$ cat src/design/eflags_pkg.sv
//--------------------------------------------------------------------
// EFLAGS bit positions and arithmetic flag bundle
// Mask of the implemented EFLAGS bits
//--------------------------------------------------------------------
`default_nettype none

package eflags_pkg;

	// Positions inside the 32-bit EFLAGS word
	localparam int FLAG_CF = 0;
	localparam int FLAG_PF = 2;
	localparam int FLAG_AF = 4;
	localparam int FLAG_ZF = 6;
	localparam int FLAG_SF = 7;
	localparam int FLAG_DF = 10;
	localparam int FLAG_OF = 11;

	// Seven stored bits
	// Everything outside reads back as zero
	localparam logic [31:0] EFLAGS_MASK = (32'd1 << FLAG_CF) | (32'd1 << FLAG_PF) |
		(32'd1 << FLAG_AF) | (32'd1 << FLAG_ZF) | (32'd1 << FLAG_SF) |
		(32'd1 << FLAG_DF) | (32'd1 << FLAG_OF);

	// Flags produced by one operation
	// DF is never written by an operation so it is not part of this
	typedef struct packed {
		logic of;
		logic sf;
		logic zf;
		logic af;
		logic pf;
		logic cf;
	} arith_flags_t;

endpackage

`default_nettype wire

$ cat src/design/x86_alu_pkg.sv
//--------------------------------------------------------------------
// Opcode and data size encodings of the execute unit
// Word address map of the Wishbone register block
//--------------------------------------------------------------------
`default_nettype none

package x86_alu_pkg;

	//----------------------------------------------------------------
	// Operations
	//----------------------------------------------------------------
	// ADD must stay at zero since reset leaves it in the command
	typedef enum logic [2:0] {
		ADD = 3'd0,
		ADC = 3'd1,
		SUB = 3'd2,
		AND = 3'd3,
		OR  = 3'd4,
		XOR = 3'd5,
		// Shift left by one only
		SHL = 3'd6,
		// Decimal adjust of AL after addition
		DAA = 3'd7
	} alu_op_e;

	// Operand width, code 3 reserved
	typedef enum logic [1:0] {
		SIZE_8  = 2'd0,
		SIZE_16 = 2'd1,
		SIZE_32 = 2'd2
	} data_size_e;

	//----------------------------------------------------------------
	// Register map, one 32-bit word per address
	//----------------------------------------------------------------
	typedef enum logic [2:0] {
		REG_OPA    = 3'd0,
		REG_OPB    = 3'd1,
		// Opcode in bits 2:0, size in bits 5:4
		REG_CMD    = 3'd2,
		// Read only
		REG_RESULT = 3'd3,
		REG_EFLAGS = 3'd4
	} reg_addr_e;

endpackage

`default_nettype wire
$ cat src/design/alu_flag_if.sv
//--------------------------------------------------------------------
// Bundle from the datapath to the flag generator
//--------------------------------------------------------------------
`default_nettype none

interface alu_flag_if;
	import x86_alu_pkg::*;

	// Operands as seen by the datapath
	logic [31:0] a;
	logic [31:0] b;
	// Unmasked result
	logic [31:0] result;
	// Bit i holds the carry out of bit i
	logic [31:0] carry;
	alu_op_e     op;
	data_size_e  size;
	// DAA adjust decisions
	logic        daa_cf;
	logic        daa_af;

	modport alu_src (output a, b, result, carry, op, size, daa_cf, daa_af);
	modport flag_sink (input a, b, result, carry, op, size, daa_cf, daa_af);

endinterface

`default_nettype wire

$ cat src/design/x86_exec_top.sv
//--------------------------------------------------------------------
// Execute unit top level with plain Wishbone ports
//--------------------------------------------------------------------
`default_nettype none

module x86_exec_top (
	input  logic        clk,
	input  logic        reset,
	input  logic        wb_cyc,
	input  logic        wb_stb,
	input  logic        wb_we,
	input  logic [2:0]  wb_adr,
	input  logic [31:0] wb_dat_w,
	output logic [31:0] wb_dat_r,
	output logic        wb_ack
);
	import x86_alu_pkg::*;
	import eflags_pkg::*;

	logic [31:0]  opa;
	logic [31:0]  opb;
	logic [31:0]  result;
	alu_op_e      op;
	data_size_e   size;
	logic         cf_in;
	logic         af_in;
	arith_flags_t flags;

	// Datapath to flag logic bundle
	alu_flag_if u_alu_flag ();

	wb_exec_regs u_regs (
		.clk       (clk),
		.reset     (reset),
		.cyc       (wb_cyc),
		.stb       (wb_stb),
		.we        (wb_we),
		.adr       (wb_adr),
		.dat_w     (wb_dat_w),
		.dat_r     (wb_dat_r),
		.ack       (wb_ack),
		.opa       (opa),
		.opb       (opb),
		.op        (op),
		.size      (size),
		.cf_in     (cf_in),
		.af_in     (af_in),
		.result_in (result),
		.flags_in  (flags)
	);

	x86_alu u_alu (
		.a      (opa),
		.b      (opb),
		.op     (op),
		.size   (size),
		.cf_in  (cf_in),
		.af_in  (af_in),
		.result (result),
		.af     (u_alu_flag.alu_src)
	);

	flag_logic u_flags (
		.af    (u_alu_flag.flag_sink),
		.flags (flags)
	);

endmodule

`default_nettype wire

$ cat src/design/wb_exec_regs.sv
//--------------------------------------------------------------------
// Wishbone classic slave with operand and command registers
// Holds the RESULT and EFLAGS registers of the execute unit
//--------------------------------------------------------------------
`default_nettype none

module wb_exec_regs (
	input  logic                      clk,
	input  logic                      reset,
	input  logic                      cyc,
	input  logic                      stb,
	input  logic                      we,
	input  logic [2:0]                adr,
	input  logic [31:0]               dat_w,
	output logic [31:0]               dat_r,
	output logic                      ack,
	output logic [31:0]               opa,
	output logic [31:0]               opb,
	output x86_alu_pkg::alu_op_e      op,
	output x86_alu_pkg::data_size_e   size,
	output logic                      cf_in,
	output logic                      af_in,
	input  logic [31:0]               result_in,
	input  eflags_pkg::arith_flags_t  flags_in
);
	import x86_alu_pkg::*;
	import eflags_pkg::*;

	typedef enum logic {WB_IDLE, WB_ACK} wb_state_e;

	wb_state_e   state;
	logic        wr_en;
	logic        launch;
	logic [1:0]  size_code;
	logic [31:0] result_q;
	logic [31:0] eflags_q;

	//----------------------------------------------------------------
	// Ack FSM
	//----------------------------------------------------------------
	// One ack per strobe, then wait for stb low
	always_ff @(posedge clk) begin
		if (reset) begin
			state <= WB_IDLE;
			ack   <= 1'b0;
		end else begin
			ack <= 1'b0;
			case (state)
				WB_IDLE: if (cyc && stb) begin
					ack   <= 1'b1;
					state <= WB_ACK;
				end
				WB_ACK: if (!(cyc && stb)) state <= WB_IDLE;
				default: state <= WB_IDLE;
			endcase
		end
	end

	// Writes land on the ack edge
	assign wr_en     = ack & cyc & stb & we;
	assign size_code = dat_w[5:4];

	//----------------------------------------------------------------
	// Register file
	//----------------------------------------------------------------
	always_ff @(posedge clk) begin
		if (reset) begin
			opa      <= '0;
			opb      <= '0;
			op       <= ADD;
			size     <= SIZE_8;
			result_q <= '0;
			eflags_q <= '0;
			launch   <= 1'b0;
		end else begin
			// Command write fires the operation one cycle later
			launch <= wr_en && (adr == REG_CMD);
			if (wr_en) begin
				case (adr)
					REG_OPA: opa <= dat_w;
					REG_OPB: opb <= dat_w;
					REG_CMD: begin
						op   <= alu_op_e'(dat_w[2:0]);
						size <= (size_code == 2'd3) ? SIZE_32 : data_size_e'(size_code);
					end
					REG_EFLAGS: eflags_q <= dat_w & EFLAGS_MASK;
					default: ;
				endcase
			end
			if (launch) begin
				result_q          <= result_in;
				// DF left alone
				eflags_q[FLAG_CF] <= flags_in.cf;
				eflags_q[FLAG_PF] <= flags_in.pf;
				eflags_q[FLAG_AF] <= flags_in.af;
				eflags_q[FLAG_ZF] <= flags_in.zf;
				eflags_q[FLAG_SF] <= flags_in.sf;
				eflags_q[FLAG_OF] <= flags_in.of;
			end
		end
	end

	// Incoming flags for ADC and DAA
	assign cf_in = eflags_q[FLAG_CF];
	assign af_in = eflags_q[FLAG_AF];

	// Read mux, unmapped words give zero
	always_comb begin
		case (adr)
			REG_OPA:    dat_r = opa;
			REG_OPB:    dat_r = opb;
			REG_CMD:    dat_r = {26'd0, size, 1'b0, op};
			REG_RESULT: dat_r = result_q;
			REG_EFLAGS: dat_r = eflags_q;
			default:    dat_r = '0;
		endcase
	end

	ack_in_cycle: assert property (@(posedge clk) disable iff (reset) ack |-> cyc && stb)
		else $error("ack outside an active bus cycle");
	ack_single: assert property (@(posedge clk) disable iff (reset) ack |=> !ack)
		else $error("ack held for two cycles");

endmodule

`default_nettype wire

$ cat src/design/flag_logic.sv
//--------------------------------------------------------------------
// Arithmetic flag generation selected by data size
// Covers CF OF SF ZF PF AF and the DAA special cases
//--------------------------------------------------------------------
`default_nettype none

module flag_logic (
	alu_flag_if.flag_sink        af,
	output eflags_pkg::arith_flags_t flags
);
	import x86_alu_pkg::*;

	logic msb_res;
	logic msb_a;
	logic msb_b;
	logic carry_out;
	logic shl_next;
	logic zero_span;
	logic daa_zero;
	logic parity;
	logic b_sign;
	logic arith_of;
	logic shl_of;

	//----------------------------------------------------------------
	// Per size bit picks
	//----------------------------------------------------------------
	always_comb begin
		case (af.size)
			SIZE_8: begin
				msb_res   = af.result[7];
				msb_a     = af.a[7];
				msb_b     = af.b[7];
				carry_out = af.carry[7];
				shl_next  = af.a[6];
				zero_span = (af.result[7:0] == 8'h00);
			end
			SIZE_16: begin
				msb_res   = af.result[15];
				msb_a     = af.a[15];
				msb_b     = af.b[15];
				carry_out = af.carry[15];
				shl_next  = af.a[14];
				zero_span = (af.result[15:0] == 16'h0000);
			end
			default: begin
				msb_res   = af.result[31];
				msb_a     = af.a[31];
				msb_b     = af.b[31];
				carry_out = af.carry[31];
				shl_next  = af.a[30];
				zero_span = (af.result == 32'd0);
			end
		endcase
	end

	// Even parity of low byte
	assign parity   = ~^af.result[7:0];
	// DAA only looks at AL
	assign daa_zero = (af.result[7:0] == 8'h00);

	// Signed overflow on add path, b seen inverted for SUB
	assign b_sign   = (af.op == SUB) ? ~msb_b : msb_b;
	assign arith_of = (msb_a == b_sign) & (msb_res != msb_a);
	// Top two operand bits differ
	assign shl_of   = msb_a ^ shl_next;

	//----------------------------------------------------------------
	// Per opcode overrides
	//----------------------------------------------------------------
	always_comb begin
		flags.sf = msb_res;
		flags.zf = zero_span;
		flags.pf = parity;
		flags.cf = carry_out;
		// Carry into bit 4
		flags.af = af.carry[3];
		flags.of = arith_of;
		case (af.op)
			AND, OR, XOR: begin
				flags.cf = 1'b0;
				flags.of = 1'b0;
				flags.af = 1'b0;
			end
			SHL: begin
				flags.of = shl_of;
				flags.af = 1'b0;
			end
			DAA: begin
				flags.cf = af.daa_cf;
				flags.af = af.daa_af;
				flags.of = 1'b0;
				flags.zf = daa_zero;
			end
			default: ;
		endcase
	end

	// Register block remaps code 3 before it reaches the datapath
	size_legal: assert final (af.size != 2'd3)
		else $error("reserved data size reached the flag logic");

endmodule

`default_nettype wire

$ cat src/design/x86_alu.sv
//--------------------------------------------------------------------
// Integer datapath for ADD ADC SUB AND OR XOR SHL and DAA
//--------------------------------------------------------------------
`default_nettype none

module x86_alu (
	input  logic [31:0]             a,
	input  logic [31:0]             b,
	input  x86_alu_pkg::alu_op_e    op,
	input  x86_alu_pkg::data_size_e size,
	input  logic                    cf_in,
	input  logic                    af_in,
	output logic [31:0]             result,
	alu_flag_if.alu_src             af
);
	import x86_alu_pkg::*;

	logic [31:0] b_eff;
	logic        cin;
	logic [32:0] sum33;
	// Carry into each bit, bit 32 is the final carry out
	logic [32:0] cin_vec;
	logic [31:0] res_raw;
	logic [31:0] carry_vec;
	logic [31:0] size_mask;
	logic        lo_adj;
	logic        hi_adj;
	logic [7:0]  al_adj;

	//----------------------------------------------------------------
	// Shared adder
	//----------------------------------------------------------------
	// Subtract as a + ~b + 1
	assign b_eff = (op == SUB) ? ~b : b;
	assign cin   = (op == SUB) | ((op == ADC) & cf_in);
	assign sum33 = {1'b0, a} + {1'b0, b_eff} + {32'd0, cin};
	// Recover per-bit carries from the sum
	assign cin_vec = {1'b0, a} ^ {1'b0, b_eff} ^ sum33;

	// DAA on AL with the Intel adjust rule
	assign lo_adj = (a[3:0] > 4'd9) | af_in;
	assign hi_adj = (a[7:0] > 8'h99) | cf_in;
	assign al_adj = a[7:0] + (lo_adj ? 8'h06 : 8'h00) + (hi_adj ? 8'h60 : 8'h00);

	//----------------------------------------------------------------
	// Result and carry select
	//----------------------------------------------------------------
	always_comb begin
		res_raw   = sum33[31:0];
		carry_vec = '0;
		case (op)
			ADD, ADC: carry_vec = cin_vec[32:1];
			// Borrow is the inverted carry
			SUB: carry_vec = ~cin_vec[32:1];
			AND: res_raw = a & b;
			OR:  res_raw = a | b;
			XOR: res_raw = a ^ b;
			SHL: begin
				res_raw = {a[30:0], 1'b0};
				// Shifted out bit lands on each size MSB
				carry_vec[7]  = a[7];
				carry_vec[15] = a[15];
				carry_vec[31] = a[31];
			end
			DAA: res_raw = {24'd0, al_adj};
			default: res_raw = sum33[31:0];
		endcase
	end

	// Zero extend to data size
	always_comb begin
		case (size)
			SIZE_8:  size_mask = 32'h0000_00ff;
			SIZE_16: size_mask = 32'h0000_ffff;
			default: size_mask = 32'hffff_ffff;
		endcase
	end

	assign result = res_raw & size_mask;

	// Flag side view
	assign af.a      = a;
	assign af.b      = b;
	assign af.op     = op;
	assign af.size   = size;
	assign af.result = res_raw;
	assign af.carry  = carry_vec;
	assign af.daa_cf = hi_adj;
	assign af.daa_af = lo_adj;

endmodule

`default_nettype wire

$ cat config.mk
export PLATFORM = sky130hd
export DESIGN_NAME = x86_exec_top
export DESIGN_NICKNAME = d
export VERILOG_FILES = /design/src/design/eflags_pkg.sv /design/src/design/x86_alu_pkg.sv /design/src/design/alu_flag_if.sv /design/src/design/x86_exec_top.sv /design/src/design/wb_exec_regs.sv /design/src/design/flag_logic.sv /design/src/design/x86_alu.sv
export SDC_FILE = /design/constraint.sdc
export NUM_CORES = 1
export LEC_CHECK = 0
export BUFFER_PORTS_ARGS = -buffer_cell sky130_fd_sc_hd__buf_4
export CAP_MARGIN = 5
export CORE_MARGIN = 5
export CORE_UTILIZATION = 40
export DETAILED_ROUTE_END_ITERATION = 10
export PLACE_DENSITY = 0.59
export SYNTH_ARGS = -nofsm -noshare
export SYNTH_HDL_FRONTEND = slang
export SYNTH_HIERARCHICAL = 1
export SYNTH_SLANG_ARGS = --single-unit
$ cat constraint.sdc
create_clock -name clk -period 5.2 [get_ports clk]
set_clock_uncertainty 0.15 [all_clocks]
set_input_delay 1.3 -clock clk [delete_from_list [all_inputs] [get_ports clk]]
set_output_delay 1.3 -clock clk [all_outputs]
set_load 0.01 [all_outputs]
; Word level (Yosys, flattened, before mapping)
; Cells that the tools add are included.
[classes]
n_addsub = 4
magnitude_cmp = 2
eq_ne = 15
n_mux = 30
bitwise_logic = 18
reduce_logical = 21
[ops]
columns = op, count
row1 = $pmux 32 s5, 2
row2 = $and 32x32->32, 2
row3 = $not 32->32, 2
row4 = $pmux 32 s2, 1
row5 = $xor 32x32->32, 2
row6 = $add 32x32->33, 1
row7 = $add 33x1->33, 1
row8 = $xor 32x33->33, 1
row9 = $logic_not 32->1, 1
row10 = $mux 32, 1
row11 = $or 32x32->32, 1
row12 = $mux 12, 2
row13 = $pmux 1 s2, 9
row14 = $add 8x8->8, 2
row15 = $logic_not 16->1, 1
row16 = $eq 3x3->1 const B, 5
row17 = $eq 3x2->1 const B, 4
row18 = $reduce_and 2->1, 5
row19 = $pmux 1 s3, 3
row20 = $gt 8x8->1 const B, 1
row21 = $logic_not 8->1, 1
row22 = $pmux 4 s2, 1
row23 = $reduce_or 4->1, 2
row24 = $reduce_xnor 8->1, 1
row25 = 20 further kinds, 38
[word_totals]
regBits = 111
in_bits = 40
out_inout_bits = 33
elab_cells = 100

; Depth between registers and ports, before layout
; Gate-level depths: netlist of the first run.
[depth]
depth_word = 11
depth_mapped = 22
mapped_depth_nobuf = 21

; Hierarchy
; Netlist of the first run, hierarchy kept.
[by_module_without_submodules]
columns = mod, n_inst, cells_each, area_each_um2, seq_area_each_um2
row1 = x86_alu, 1, 897, 6029.5, 0.0
row2 = wb_exec_regs, 1, 611, 5427.7, 2222.1
row3 = flag_logic, 1, 63, 431.7, 0.0

; Worst setup path before layout of the first run
; No wires, ideal clock.
[synth_path]
path_kind = register to register
startpoint = register u_regs.op[2]
endpoint = register u_regs.eflags_q[6]
setup_time_ns = 0.086
t_arrival_ns = 4.589
required_ns = 4.964
slack_ns = 0.375
path_stages_with_launch = 23
n_path_buf = 3
period_less_slack_ns = 4.825
path_cell_list = dfxtp_1 -> clkbuf_1 -> clkbuf_1 -> nor2_1 -> buf_2 -> xnor2_1 -> fa_1 -> inv_1 -> fa_1 -> a211oi_2 -> o21a_2 -> nor3_1 -> a211o_4 -> a21oi_1 -> mux2i_1 -> nor2_1 -> nor4_1 -> nand4_1 -> o21ai_0 -> a32oi_1 -> nor2_1 -> inv_1 -> a221oi_2
[synth_lines]
columns = element, line_no
row1 = start: declaration, wb_exec_regs.sv:19  ; output x86_alu_pkg::alu_op_e op,
row2 = start signal: assignment, wb_exec_regs.sv:83  ; op <= alu_op_e'(dat_w[2:0]);
row3 = end signal: assignment, wb_exec_regs.sv:86  ; REG_EFLAGS: eflags_q <= dat_w & EFLAGS_MASK;
row4 = end signal: indexed assignment, wb_exec_regs.sv:93  ; eflags_q[FLAG_CF] <= flags_in.cf;
row5 = end signal: indexed assignment, wb_exec_regs.sv:94  ; eflags_q[FLAG_PF] <= flags_in.pf;
row6 = end: declaration, wb_exec_regs.sv:36  ; logic [31:0] eflags_q;

==> qor.txt, run 1 <==
===========================================================================================
Setup fix buffers added after clock tree synthesis                                        0
Count of H-tree levels built during CTS                                                   3
Slew @ Worst Pin                                                                    1.05 ns
Number of iterations in the first detailed-routing pass                                   6
Switching share of total power                                                        0.266
Register cell area after layout                                                    2230 µm²
Global-route wire length before repair                                             55600 µm
Combinational group share of total power                                              0.072
Unrepaired setup endpoints after global routing                                       false
Net count, final                                                                       1575
Setup tns final                                                                        0 ns
Setup Crit Path Kind                                                             reg -> reg
Remaining DRCs                                                                            0
Die ar.                                                                           31400 µm²
Initial standard-cell utilization of the core                                         0.404
Slack of the worst reg-to-reg path                                                  0.50 ns
Total congestion overflow after global routing                                            0
Number of buffers created by CTS                                                          9
Buffers from clock root to sink, at most                                                  2
Routed via count                                                                      10600
Total of endpoints with negative setup slack in the final report                          0
Count of antenna-violating nets left after detailed routing                               0
Mean Syn Cell Area                                                                 7.68 µm²
Die Y                                                                                177 µm
Net Count, Synth                                                                       1602
Half-perimeter wire length of the detailed placement result                        26100 µm
DIE WIDTH                                                                            177 µm
Clock tree from TritonCTS                                                               yes
Share of final-layout standard cells stronger than drive strength 1                   0.138
Total number of clock tree sinks                                                        111
Fill cells                                                                             2866
Static Leakage                                                                      4.38 nW
WP data required                                                                    5.31 ns
Number of placed instances, taps included                                              1796
Net Sw Power                                                                     0.000452 W
Cells after synthesis                                                                  1456
Clock latency reported for the late side of the worst-skew pair                     0.36 ns
Number of warnings reported in the yosys synthesis log                                    6
Detailed-route wire length                                                         35800 µm
Global routing usage summed across all routing layers                                 0.221
Number of top-level pins                                                                 73
Initial antenna violation count                                                           0
Vias in the first global route                                                         9685
Number of max-cap violations                                                              0
Maximum ir drop on the vdd rail                                                  0.000151 V
Average wire length per cell after detail routing                                   19.8 µm
Core region area                                                                  27700 µm²
CTS Root Buffer Type                                                           sky130_fd_sc_hd__clkbuf_16
Number of I/O port buffers                                                               72
Netlist area before placement                                                     11200 µm²
Power density normalized to cell area                                            142 nW/µm²
Design Power                                                                      0.00170 W
Part of the cycle the worst path needs                                                0.903
Pin count of the biggest net entering global routing                                     90
Final weighted congestion of routability-driven global placement                      0.908
Worst hold slack after final layout                                                0.255 ns
Cells resized by post-CTS repair                                                          0
Number of design-rule violations left by the first detailed-router iteration            991
Post-CTS Hold Fix Bufs                                                                    0
Vias per std cell                                                                      5.84
Core Rows                                                                                61
Part of the total power dissipated in the clock network                               0.426
Number of antenna diodes                                                                  0
Final Critical Period                                                               4.70 ns
Number of slew-limit violations in the final report                                       0
Max-slew headroom                                                                     0.300
Cell internal pwr                                                                 0.00124 W
Worst Path Arrival                                                                  4.80 ns
Nature of the critical path startpoint                                            flip-flop
Maximum clock frequency                                                             213 MHz
Result of the run                                                              finished, final reports clean
Min-delay worst type                                                             reg -> reg
Area of the multi-input gates                                                      7750 µm²
Final cell count without fillers                                                       1812
Sequential share of power                                                             0.502
Synthesis-to-finish area growth                                                       6.63%
Count of endpoints failing hold in the final timing report                                0
Core utilization of the finished layout                                               0.431
Worst-path maximum fanout                                                                 8
Worst Setup End Kind                                                              flip-flop
CTS clk-pin slew, worst paths                                                       0.09 ns
===========================================================================================
-- routing by layer --
metal  track usage  vias to the layer above  wire length, µm
met5             0                        -                0
met4        0.0458                        0              576
met3        0.0263                       40             2670
met2         0.315                      428            14800
met1         0.352                     5047            17700
li1              -                     5076                -
-- sequential cells by signal (all words and copies together) (netlist names) --
register,flops
u_regs/launch,1
u_regs/ack,1
u_regs/op,3
u_regs/eflags_q,7
u_regs/result_q,32
u_regs/size,2
u_regs/opb,32
u_regs/state,1
u_regs/opa,32
-- path summary, 6_finish.rpt --
kind,to,cells past startpoint,start
max,u_regs/eflags_q[6],20,u_regs/op[0]
max reg2reg,u_regs/eflags_q[6],20,u_regs/op[0]
min,u_regs/ack,1,u_regs/state
min reg2reg,u_regs/ack,1,u_regs/state
-- per-stage QoR --
stage / worst slack (ns) / cell area [µm²]
final: 0.505 / 11900
after floorplan: 0.509 / 11200
after CTS: 0.503 / 11900
after detailed placement: 0.547 / 11600
after global placement: 0.635 / 11600
after global routing: 0.174 / 11900
-- final cells by class --
cell class	instances	share of cell area
inverters	112	0.0352
flip-flops and latches	111	0.187
clock inverters	6	0.00566
multi-input cells	1096	0.649
repair buffers	99	0.0634
well taps	378	0.0396
clock buffers	10	0.0200
-- placed cells by master (no fill, tap or decap), types with 5 or more instances in the layout --
cell and count:
sky130_fd_sc_hd__buf_4 98, sky130_fd_sc_hd__a21oi_2 21, sky130_fd_sc_hd__ha_1 103, sky130_fd_sc_hd__nand3_1 73, sky130_fd_sc_hd__nor2b_1 14, sky130_fd_sc_hd__xor2_1 13, sky130_fd_sc_hd__inv_1 111, sky130_fd_sc_hd__o21a_1 6
sky130_fd_sc_hd__clkbuf_16 9, sky130_fd_sc_hd__nor3_1 12, sky130_fd_sc_hd__a211oi_1 12, sky130_fd_sc_hd__o2bb2ai_1 5, sky130_fd_sc_hd__nor4_1 10, sky130_fd_sc_hd__dfxtp_1 107, sky130_fd_sc_hd__and2_1 6, sky130_fd_sc_hd__nor2_1 73
sky130_fd_sc_hd__a22o_1 7, sky130_fd_sc_hd__or2_2 6, sky130_fd_sc_hd__o21ai_1 74, sky130_fd_sc_hd__a21o_1 16, sky130_fd_sc_hd__xnor2_1 51, sky130_fd_sc_hd__a2bb2oi_1 5, sky130_fd_sc_hd__nand2b_1 9, sky130_fd_sc_hd__a41oi_1 7
sky130_fd_sc_hd__a21oi_1 139, sky130_fd_sc_hd__nand2_1 97, sky130_fd_sc_hd__or2_1 20, sky130_fd_sc_hd__mux2i_1 87, sky130_fd_sc_hd__o22ai_1 6, sky130_fd_sc_hd__mux2_2 7, sky130_fd_sc_hd__nand4_1 15, sky130_fd_sc_hd__a221oi_2 7
sky130_fd_sc_hd__o21ai_2 9, sky130_fd_sc_hd__a31oi_1 6, sky130_fd_sc_hd__a22oi_1 14, sky130_fd_sc_hd__o21ai_0 85
-- power by group through the flow --
stage	logic [W]	registers [W]	clock network, W
6_report	0.000123	0.000852	0.000722
2_1_floorplan	0.0000831	0.000872	0
4_1_cts	0.000121	0.000852	0.000736
3_3_place_gp	0.000121	0.000872	0
5_1_grt	0.000130	0.000852	0.000766
3_5_place_dp	0.000121	0.000872	0
-- critical path, cell delays in order (launching register included) --
cell and delay (ns):
sky130_fd_sc_hd__dfxtp_2 0.33, sky130_fd_sc_hd__nand2b_1 0.23, sky130_fd_sc_hd__nor2_4 0.29, sky130_fd_sc_hd__xnor2_1 0.18
sky130_fd_sc_hd__fa_1 0.22, sky130_fd_sc_hd__inv_1 0.06, sky130_fd_sc_hd__fa_1 0.45, sky130_fd_sc_hd__a211oi_2 0.23
sky130_fd_sc_hd__o21a_2 0.23, sky130_fd_sc_hd__nor3_1 0.09, sky130_fd_sc_hd__a211o_4 0.36, sky130_fd_sc_hd__a221oi_4 0.27
sky130_fd_sc_hd__xor2_1 0.22, sky130_fd_sc_hd__a21oi_1 0.09, sky130_fd_sc_hd__nor4_1 0.28, sky130_fd_sc_hd__nand4_1 0.19
sky130_fd_sc_hd__o21ai_0 0.18, sky130_fd_sc_hd__a32oi_1 0.08, sky130_fd_sc_hd__nor2_1 0.14, sky130_fd_sc_hd__inv_1 0.06
sky130_fd_sc_hd__a221oi_2 0.27
Note: power is estimated with default switching activity, not from simulation.
==> run 2, diff against run 1 <==
--- a/config.mk
+++ b/config.mk
@@ -8,9 +8,9 @@
 export BUFFER_PORTS_ARGS = -buffer_cell sky130_fd_sc_hd__buf_4
 export CAP_MARGIN = 5
 export CORE_MARGIN = 5
-export CORE_UTILIZATION = 40
+export CORE_UTILIZATION = 57
 export DETAILED_ROUTE_END_ITERATION = 10
-export PLACE_DENSITY = 0.59
+export PLACE_DENSITY = 0.78
 export SYNTH_ARGS = -nofsm -noshare
 export SYNTH_HDL_FRONTEND = slang
 export SYNTH_HIERARCHICAL = 1
==> run 2 against run 1 <==
  * Flip-flop and latch count did not move
  * Final cell count is 6.5% lower
  * Routed wire length down 3.4%
  * Largest power group unchanged
  * Count of clock-buffer cells in the layout is 1 lower
  * Global-route usage is 7.9 points higher
  * Register-to-register slack worse by 0.08 ns
  * Die area down 28%
  * Utilization is 17 points higher
==> qor.txt, run 2 (synthesis gave the netlist of run 1 again) <==
===========================================================================================
Worst hold slack after final layout                                                0.253 ns   -0.00240 ns
Total of endpoints with negative setup slack in the final report                          0   unchanged
Worst-path maximum fanout                                                                 5   -3
Setup Crit Path Kind                                                             reg -> reg
Vias in the first global route                                                         9699   +0.14%
Setup fix buffers added after clock tree synthesis                                        0   unchanged
Synthesis-to-finish area growth                                                       4.98%
Final weighted congestion of routability-driven global placement                      0.976   +7.5%
Core region area                                                                  19400 µm²   -30%
Startpoint of the lowest-slack register-to-register path                       u_regs/op[0]
Top flop regs                                                                  u_regs/opa (32), u_regs/opb (32), u_regs/result_q (32)
Buffers from clock root to sink, at most                                                  2   unchanged
Routed via count                                                                      10900   +2.8%
Cells resized by post-CTS repair                                                          0   unchanged
Share of final-layout standard cells stronger than drive strength 1                   0.136   -0.00241
Static Leakage                                                                      4.36 nW   -0.51%
Clock latency reported for the late side of the worst-skew pair                     0.36 ns   about the same
Startpoint of the worst setup timing path                                      u_regs/op[0]
Setup tns final                                                                        0 ns   unchanged
Number of cells on the worst hold path                                                    1   unchanged
Power density normalized to cell area                                            143 nW/µm²   +0.18%
Post-CTS Hold Fix Bufs                                                                    0   unchanged
Worst Path Arrival                                                                  4.90 ns   +0.10 ns
Maximum ir drop on the vdd rail                                                  0.000226 V   +49%
Number of iterations in the first detailed-routing pass                                   6   unchanged
Commonest cells after routing, fill and taps aside                             139 x sky130_fd_sc_hd__a21oi_1, 111 x sky130_fd_sc_hd__inv_1, 107 x sky130_fd_sc_hd__dfxtp_1
Fill cells                                                                             1775   -38%
Slack of the worst reg-to-reg path                                                  0.42 ns   -0.08 ns
Worst flop-to-flop path endpoint                                               u_regs/eflags_q[6]
Net count, final                                                                       1572   -0.19%
Max-slew headroom                                                                     0.186   -0.114
Detailed-route wire length                                                         34600 µm   -3.4%
Result of the run                                                              finished, final reports clean
Average wire length per cell after detail routing                                   20.4 µm   +3.2%
Initial standard-cell utilization of the core                                         0.577   +0.173
Number of slew-limit violations in the final report                                       0   unchanged
Die Y                                                                                150 µm   -15%
Number of top-level pins                                                                 73   unchanged
Count of H-tree levels built during CTS                                                   3   unchanged
Startpoint of the worst hold path                                              u_regs/state
Global-route wire length before repair                                             53400 µm   -3.9%
Global routing usage summed across all routing layers                                 0.299   +0.0787
Min-delay worst type                                                             reg -> reg
Slew @ Worst Pin                                                                    1.22 ns   +0.172 ns
Unrepaired setup endpoints after global routing                                       false
Clock tree from TritonCTS                                                               yes
Maximum clock frequency                                                             209 MHz   -1.7%
Half-perimeter wire length of the detailed placement result                        24800 µm   -5.0%
CTS Root Buffer Type                                                           sky130_fd_sc_hd__clkbuf_16
Number of design-rule violations left by the first detailed-router iteration           1270   +28%
Total congestion overflow after global routing                                            0   unchanged
Remaining DRCs                                                                            0   unchanged
Number of I/O port buffers                                                               72   unchanged
Vias per std cell                                                                      6.42   +9.9%
Nature of the critical path startpoint                                            flip-flop
Pin count of the biggest net entering global routing                                    112   +24%
Initial antenna violation count                                                           0   unchanged
Final Critical Period                                                               4.78 ns   +0.0833 ns
Number of antenna diodes                                                                  0   unchanged
Hold EP                                                                          u_regs/ack
Total number of clock tree sinks                                                        111   unchanged
Number of max-cap violations                                                              0   unchanged
Final instance area                                                               11700 µm²   -1.6%
Count of endpoints failing hold in the final timing report                                0   unchanged
Core utilization of the finished layout                                               0.605   +0.175
Most common cell after layout, fill and taps aside                             sky130_fd_sc_hd__a21oi_1
Core Rows                                                                                51   -16%
Die ar.                                                                           22500 µm²   -28%
DIE WIDTH                                                                            150 µm   -15%
Number of cell instances on the worst register-to-register path                          20   unchanged
Worst Setup End Kind                                                              flip-flop
Count of antenna-violating nets left after detailed routing                               0   unchanged
Placed Instance Area                                                              11500 µm²   -1.4%
CTS clk-pin slew, worst paths                                                       0.08 ns   about the same
WP data required                                                                    5.32 ns   about the same
Number of buffers created by CTS                                                          9   unchanged
Part of the cycle the worst path needs                                                0.919   +0.0160
===========================================================================================
-- run 2: worst max path at each step --
| stage | endpoint | slack (ns) | depth (start not counted) |
|---|---|---|---|
| floorplan | u_regs/eflags_q[6] | 0.51 | 22 |
| global placement | u_regs/eflags_q[6] | 0.55 | 20 |
| detailed placement | u_regs/eflags_q[6] | 0.48 | 20 |
| CTS | u_regs/eflags_q[6] | 0.43 | 20 |
| global route | u_regs/eflags_q[6] | 0.21 | 20 |
| finish | u_regs/eflags_q[6] | 0.42 | 20 |
-- run 2: layer usage --
metal,GRT usage,routed length (µm),part of all wire,up-vias
met3,0.0638,3950,0.11,39
met5,0,0,0,-
met4,0.0627,520,0.015,0
met2,0.431,14600,0.42,631
met1,0.458,15600,0.45,5152
li1,-,-,-,5061
-- run 2: critical path, stage by stage, from the launching register on --
cell,delay [ns]
sky130_fd_sc_hd__dfxtp_2,0.32
sky130_fd_sc_hd__nand2b_1,0.23
sky130_fd_sc_hd__nor2_4,0.17
sky130_fd_sc_hd__xnor2_1,0.15
sky130_fd_sc_hd__fa_1,0.24
sky130_fd_sc_hd__inv_1,0.08
sky130_fd_sc_hd__fa_1,0.46
sky130_fd_sc_hd__a211oi_2,0.26
sky130_fd_sc_hd__o21a_2,0.23
sky130_fd_sc_hd__nor3_1,0.08
sky130_fd_sc_hd__a211o_4,0.36
sky130_fd_sc_hd__a221oi_4,0.27
sky130_fd_sc_hd__xor2_1,0.22
sky130_fd_sc_hd__a21oi_1,0.09
sky130_fd_sc_hd__nor4_1,0.42
sky130_fd_sc_hd__nand4_1,0.21
sky130_fd_sc_hd__o21ai_0,0.19
sky130_fd_sc_hd__a32oi_1,0.07
sky130_fd_sc_hd__nor2_1,0.15
sky130_fd_sc_hd__inv_1,0.06
sky130_fd_sc_hd__a221oi_2,0.25
-- run 2: report_power, final --
part / switching, W / internal [W] / total (W)
sequential: 0.00000161 / 0.000850 / 0.000852
combinational: 0.0000821 / 0.0000388 / 0.000121
clock: 0.000363 / 0.000338 / 0.000701
total: 0.000446 / 0.00123 / 0.00167
-- run 2: stage by stage --
step	worst slack, ns	instances	power, W
2_1_floorplan	0.509	1456	0.000955
3_3_place_gp	0.546	1680	0.000990
3_5_place_dp	0.482	1680	0.000990
4_1_cts	0.430	1695	0.00167
5_1_grt	0.212	1695	0.00171
6_report	0.421	1695	0.00167
-- run 2: final cells by class --
type,count,area [µm²],area share
clock buffer,9,225,0.0192
inverter,112,420,0.0358
sequential,111,2230,0.190
multi-input combinational,1096,7750,0.660
tap,265,332,0.0282
timing repair buffer,96,733,0.0624
clock inverter,6,60.1,0.00511
==> run 3, diff against run 2 <==
--- a/config.mk
+++ b/config.mk
@@ -11,6 +11,7 @@
 export CORE_UTILIZATION = 57
 export DETAILED_ROUTE_END_ITERATION = 10
 export PLACE_DENSITY = 0.78
+export RECOVER_POWER = 100
 export SYNTH_ARGS = -nofsm -noshare
 export SYNTH_HDL_FRONTEND = slang
 export SYNTH_HIERARCHICAL = 1
==> run 3 against run 2 <==
  * The run now ends with capacitance limit, slew limit left
  * Sequential share of layout area increased by 0.35 points
  * Global-route usage unchanged
  * Count of clock-buffer cells in the layout unchanged
  * Clock power about the same
  * Hold slack improved by 0.0028 ns
  * Register-to-register slack got worse by 0.08 ns
  * Die area unchanged
  * Setup slack got worse by 0.079 ns
  * Utilization decreased by 1.1 points
  * Largest cell class unchanged
  * Largest power group unchanged
  * Highest routed layer unchanged
==> qor.txt, run 3 (synthesis gave the netlist of run 1 again) <==
===========================================================================================
Result of the run                                                              complete, but fails checks
Violated checks                                                                capacitance limit, slew limit
Final weighted congestion of routability-driven global placement                      0.976   unchanged
Buffers from clock root to sink, at most                                                  2   unchanged
Slack of the worst reg-to-reg path                                                  0.34 ns   -0.08 ns
Core utilization of the finished layout                                               0.594   -0.0114
Count of antenna-violating nets left after detailed routing                               0   unchanged
Net Sw Power                                                                     0.000447 W   about the same
Number of cell instances on the worst register-to-register path                          20   unchanged
Global routing usage summed across all routing layers                                 0.299   unchanged
WP data required                                                                    5.28 ns   -0.04 ns
Net count, final                                                                       1572   unchanged
Worst Path Arrival                                                                  4.93 ns   +0.03 ns
Power density normalized to cell area                                            145 nW/µm²   +1.9%
Nature of the critical path startpoint                                            flip-flop
Design Power                                                                      0.00167 W   about the same
Combinational group share of total power                                              0.071   about the same
Number of iterations in the first detailed-routing pass                                   6   unchanged
Routed via count                                                                      10900   +0.028%
Cells resized by post-CTS repair                                                          0   unchanged
DIE WIDTH                                                                            150 µm   unchanged
Total of endpoints with negative setup slack in the final report                          0   unchanged
Number of top-level pins                                                                 73   unchanged
Clock latency reported for the late side of the worst-skew pair                     0.36 ns   about the same
Slew @ Worst Pin                                                                    2.32 ns   +1.10 ns
Sequential share of power                                                             0.509   about the same
Share of final-layout standard cells stronger than drive strength 1                   0.103   -0.0329
Remaining DRCs                                                                            0   unchanged
Worst Setup End Kind                                                              flip-flop
Total congestion overflow after global routing                                            0   unchanged
Count of endpoints failing hold in the final timing report                                0   unchanged
Setup Crit Path Kind                                                             reg -> reg
Number of I/O port buffers                                                               72   unchanged
Number of antenna diodes                                                                  0   unchanged
Half-perimeter wire length of the detailed placement result                        24800 µm   unchanged
Core Rows                                                                                51   unchanged
Most common cell after layout, fill and taps aside                             sky130_fd_sc_hd__a21oi_1
Number of buffers created by CTS                                                          9   unchanged
Critical Path, Cell by Cell                                                    nand2b_1 -> nor2_4 -> xnor2_1 -> fa_1 -> inv_1 -> fa_1 -> a211oi_1 -> o21a_2 -> nor3_1 -> a211o_4 -> a221oi_4 -> xor2_1 -> a21oi_1 -> nor4_1 -> nand4_1 -> o21ai_0 -> a32oi_1 -> nor2_1 -> inv_1 -> a221oi_1
Top flop regs                                                                  u_regs/opa (32), u_regs/opb (32), u_regs/result_q (32)
Post-route setup slack                                                             0.342 ns   -0.0791 ns
Total number of clock tree sinks                                                        111   unchanged
Crit-path max cell delay                                                            0.45 ns   about the same
Vias per std cell                                                                      6.42   about the same
Initial standard-cell utilization of the core                                         0.577   unchanged
Number of design-rule violations left by the first detailed-router iteration           1438   +13%
Core region area                                                                  19400 µm²   unchanged
CTS clk-pin slew, worst paths                                                       0.08 ns   about the same
Crit path max-delay cell type                                                  sky130_fd_sc_hd__fa_1
Part of the cycle the worst path needs                                                0.934   +0.0152
Cell internal pwr                                                                 0.00123 W   about the same
Min-delay worst type                                                             reg -> reg
Maximum ir drop on the vdd rail                                                  0.000227 V   +0.26%
Switching share of total power                                                        0.267   +0.000351
Synthesis-to-finish area growth                                                       3.01%
Part of the total power dissipated in the clock network                               0.420   about the same
Die ar.                                                                           22500 µm²   unchanged
Worst-path maximum fanout                                                                 5   unchanged
Final Critical Period                                                               4.86 ns   +0.0791 ns
Placement Setup Slack                                                              0.482 ns   unchanged
Unrepaired setup endpoints after global routing                                       false
Average wire length per cell after detail routing                                   20.5 µm   +0.38%
Global-route wire length before repair                                             53400 µm   unchanged
CTS Root Buffer Type                                                           sky130_fd_sc_hd__clkbuf_16
Detailed-route wire length                                                         34700 µm   +0.38%
Initial antenna violation count                                                           0   unchanged
Number of slew-limit violations in the final report                                     112   +112
Max-slew headroom                                                                    -0.549   -0.735
Post-CTS Hold Fix Bufs                                                                    0   unchanged
Vias in the first global route                                                         9699   unchanged
Setup tns final                                                                        0 ns   unchanged
Clock tree from TritonCTS                                                               yes
Static Leakage                                                                      4.26 nW   -2.2%
Setup fix buffers added after clock tree synthesis                                        0   unchanged
Pin count of the biggest net entering global routing                                    112   unchanged
Commonest cells after routing, fill and taps aside                             152 x sky130_fd_sc_hd__a21oi_1, 111 x sky130_fd_sc_hd__inv_1, 108 x sky130_fd_sc_hd__dfxtp_1
Maximum clock frequency                                                             206 MHz   -1.6%
Die Y                                                                                150 µm   unchanged
Number of max-cap violations                                                              1   +1
Fill cells                                                                             1829   +3.0%
Number of cells on the worst hold path                                                    1   unchanged
Count of H-tree levels built during CTS                                                   3   unchanged
===========================================================================================
-- run 3: changes by cell type in the layout (fill, tap and decap cells not counted), moves of 7 or more --
cell | before | now
sky130_fd_sc_hd__a21oi_1 | 139 | 152
sky130_fd_sc_hd__a21oi_2 | 21 | 8
sky130_fd_sc_hd__a221oi_1 | 4 | 11
sky130_fd_sc_hd__a221oi_2 | 7 | 0
sky130_fd_sc_hd__buf_4 | 95 | 72
sky130_fd_sc_hd__clkbuf_1 | 0 | 20
-- run 3: routing by layer --
| metal | share of wire | track usage |
|---|---|---|
| met4 | 0.014 | 0.0627 |
| met5 | 0 | 0 |
| met3 | 0.11 | 0.0638 |
| met1 | 0.45 | 0.458 |
| met2 | 0.42 | 0.431 |
-- run 3: power groups by stage --
stage	clock network [W]	registers (W)	logic (W)
2_1_floorplan	0	0.000872	0.0000831
3_3_place_gp	0	0.000872	0.000118
3_5_place_dp	0	0.000872	0.000118
4_1_cts	0.000703	0.000852	0.000119
5_1_grt	0.000735	0.000852	0.000125
6_report	0.000702	0.000852	0.000119
-- run 3: layout make-up --
type / instances / area [µm²] / share of cell area
multi-input cells: 1096 / 7610 / 0.660
flip-flops and latches: 111 / 2230 / 0.193
repair buffers: 96 / 651 / 0.0565
inverters: 112 / 420 / 0.0365
well taps: 265 / 332 / 0.0288
clock buffers: 9 / 225 / 0.0195
clock inverters: 6 / 60.1 / 0.00521
-- run 3: final timing paths --
path                         to    startpoint
max          u_regs/eflags_q[6]  u_regs/op[0]
min                  u_regs/ack  u_regs/state
max reg2reg  u_regs/eflags_q[6]  u_regs/op[0]
min reg2reg          u_regs/ack  u_regs/state
-- run 3: worst max-delay path: cells and delay by family (launching register included) --
family | cells | cell delay [ns]
XOR/XNOR | 2 | 0.37
buffers and inverters | 2 | 0.13
AO/OA/AOI/OAI | 8 | 1.77
adder cells (fa/ha/maj) | 2 | 0.69
flip-flops | 1 | 0.32
AND/OR/NAND/NOR | 6 | 1.27
-- run 3: stage by stage --
stage               hold WS (ns)  instances  cell area (µm²)
finish                     0.256       1695            11500
global route               0.265       1695            11500
CTS                        0.260       1695            11700
detailed placement         0.249       1680            11500
global placement           0.234       1680            11500
floorplan                  0.225       1456            11200
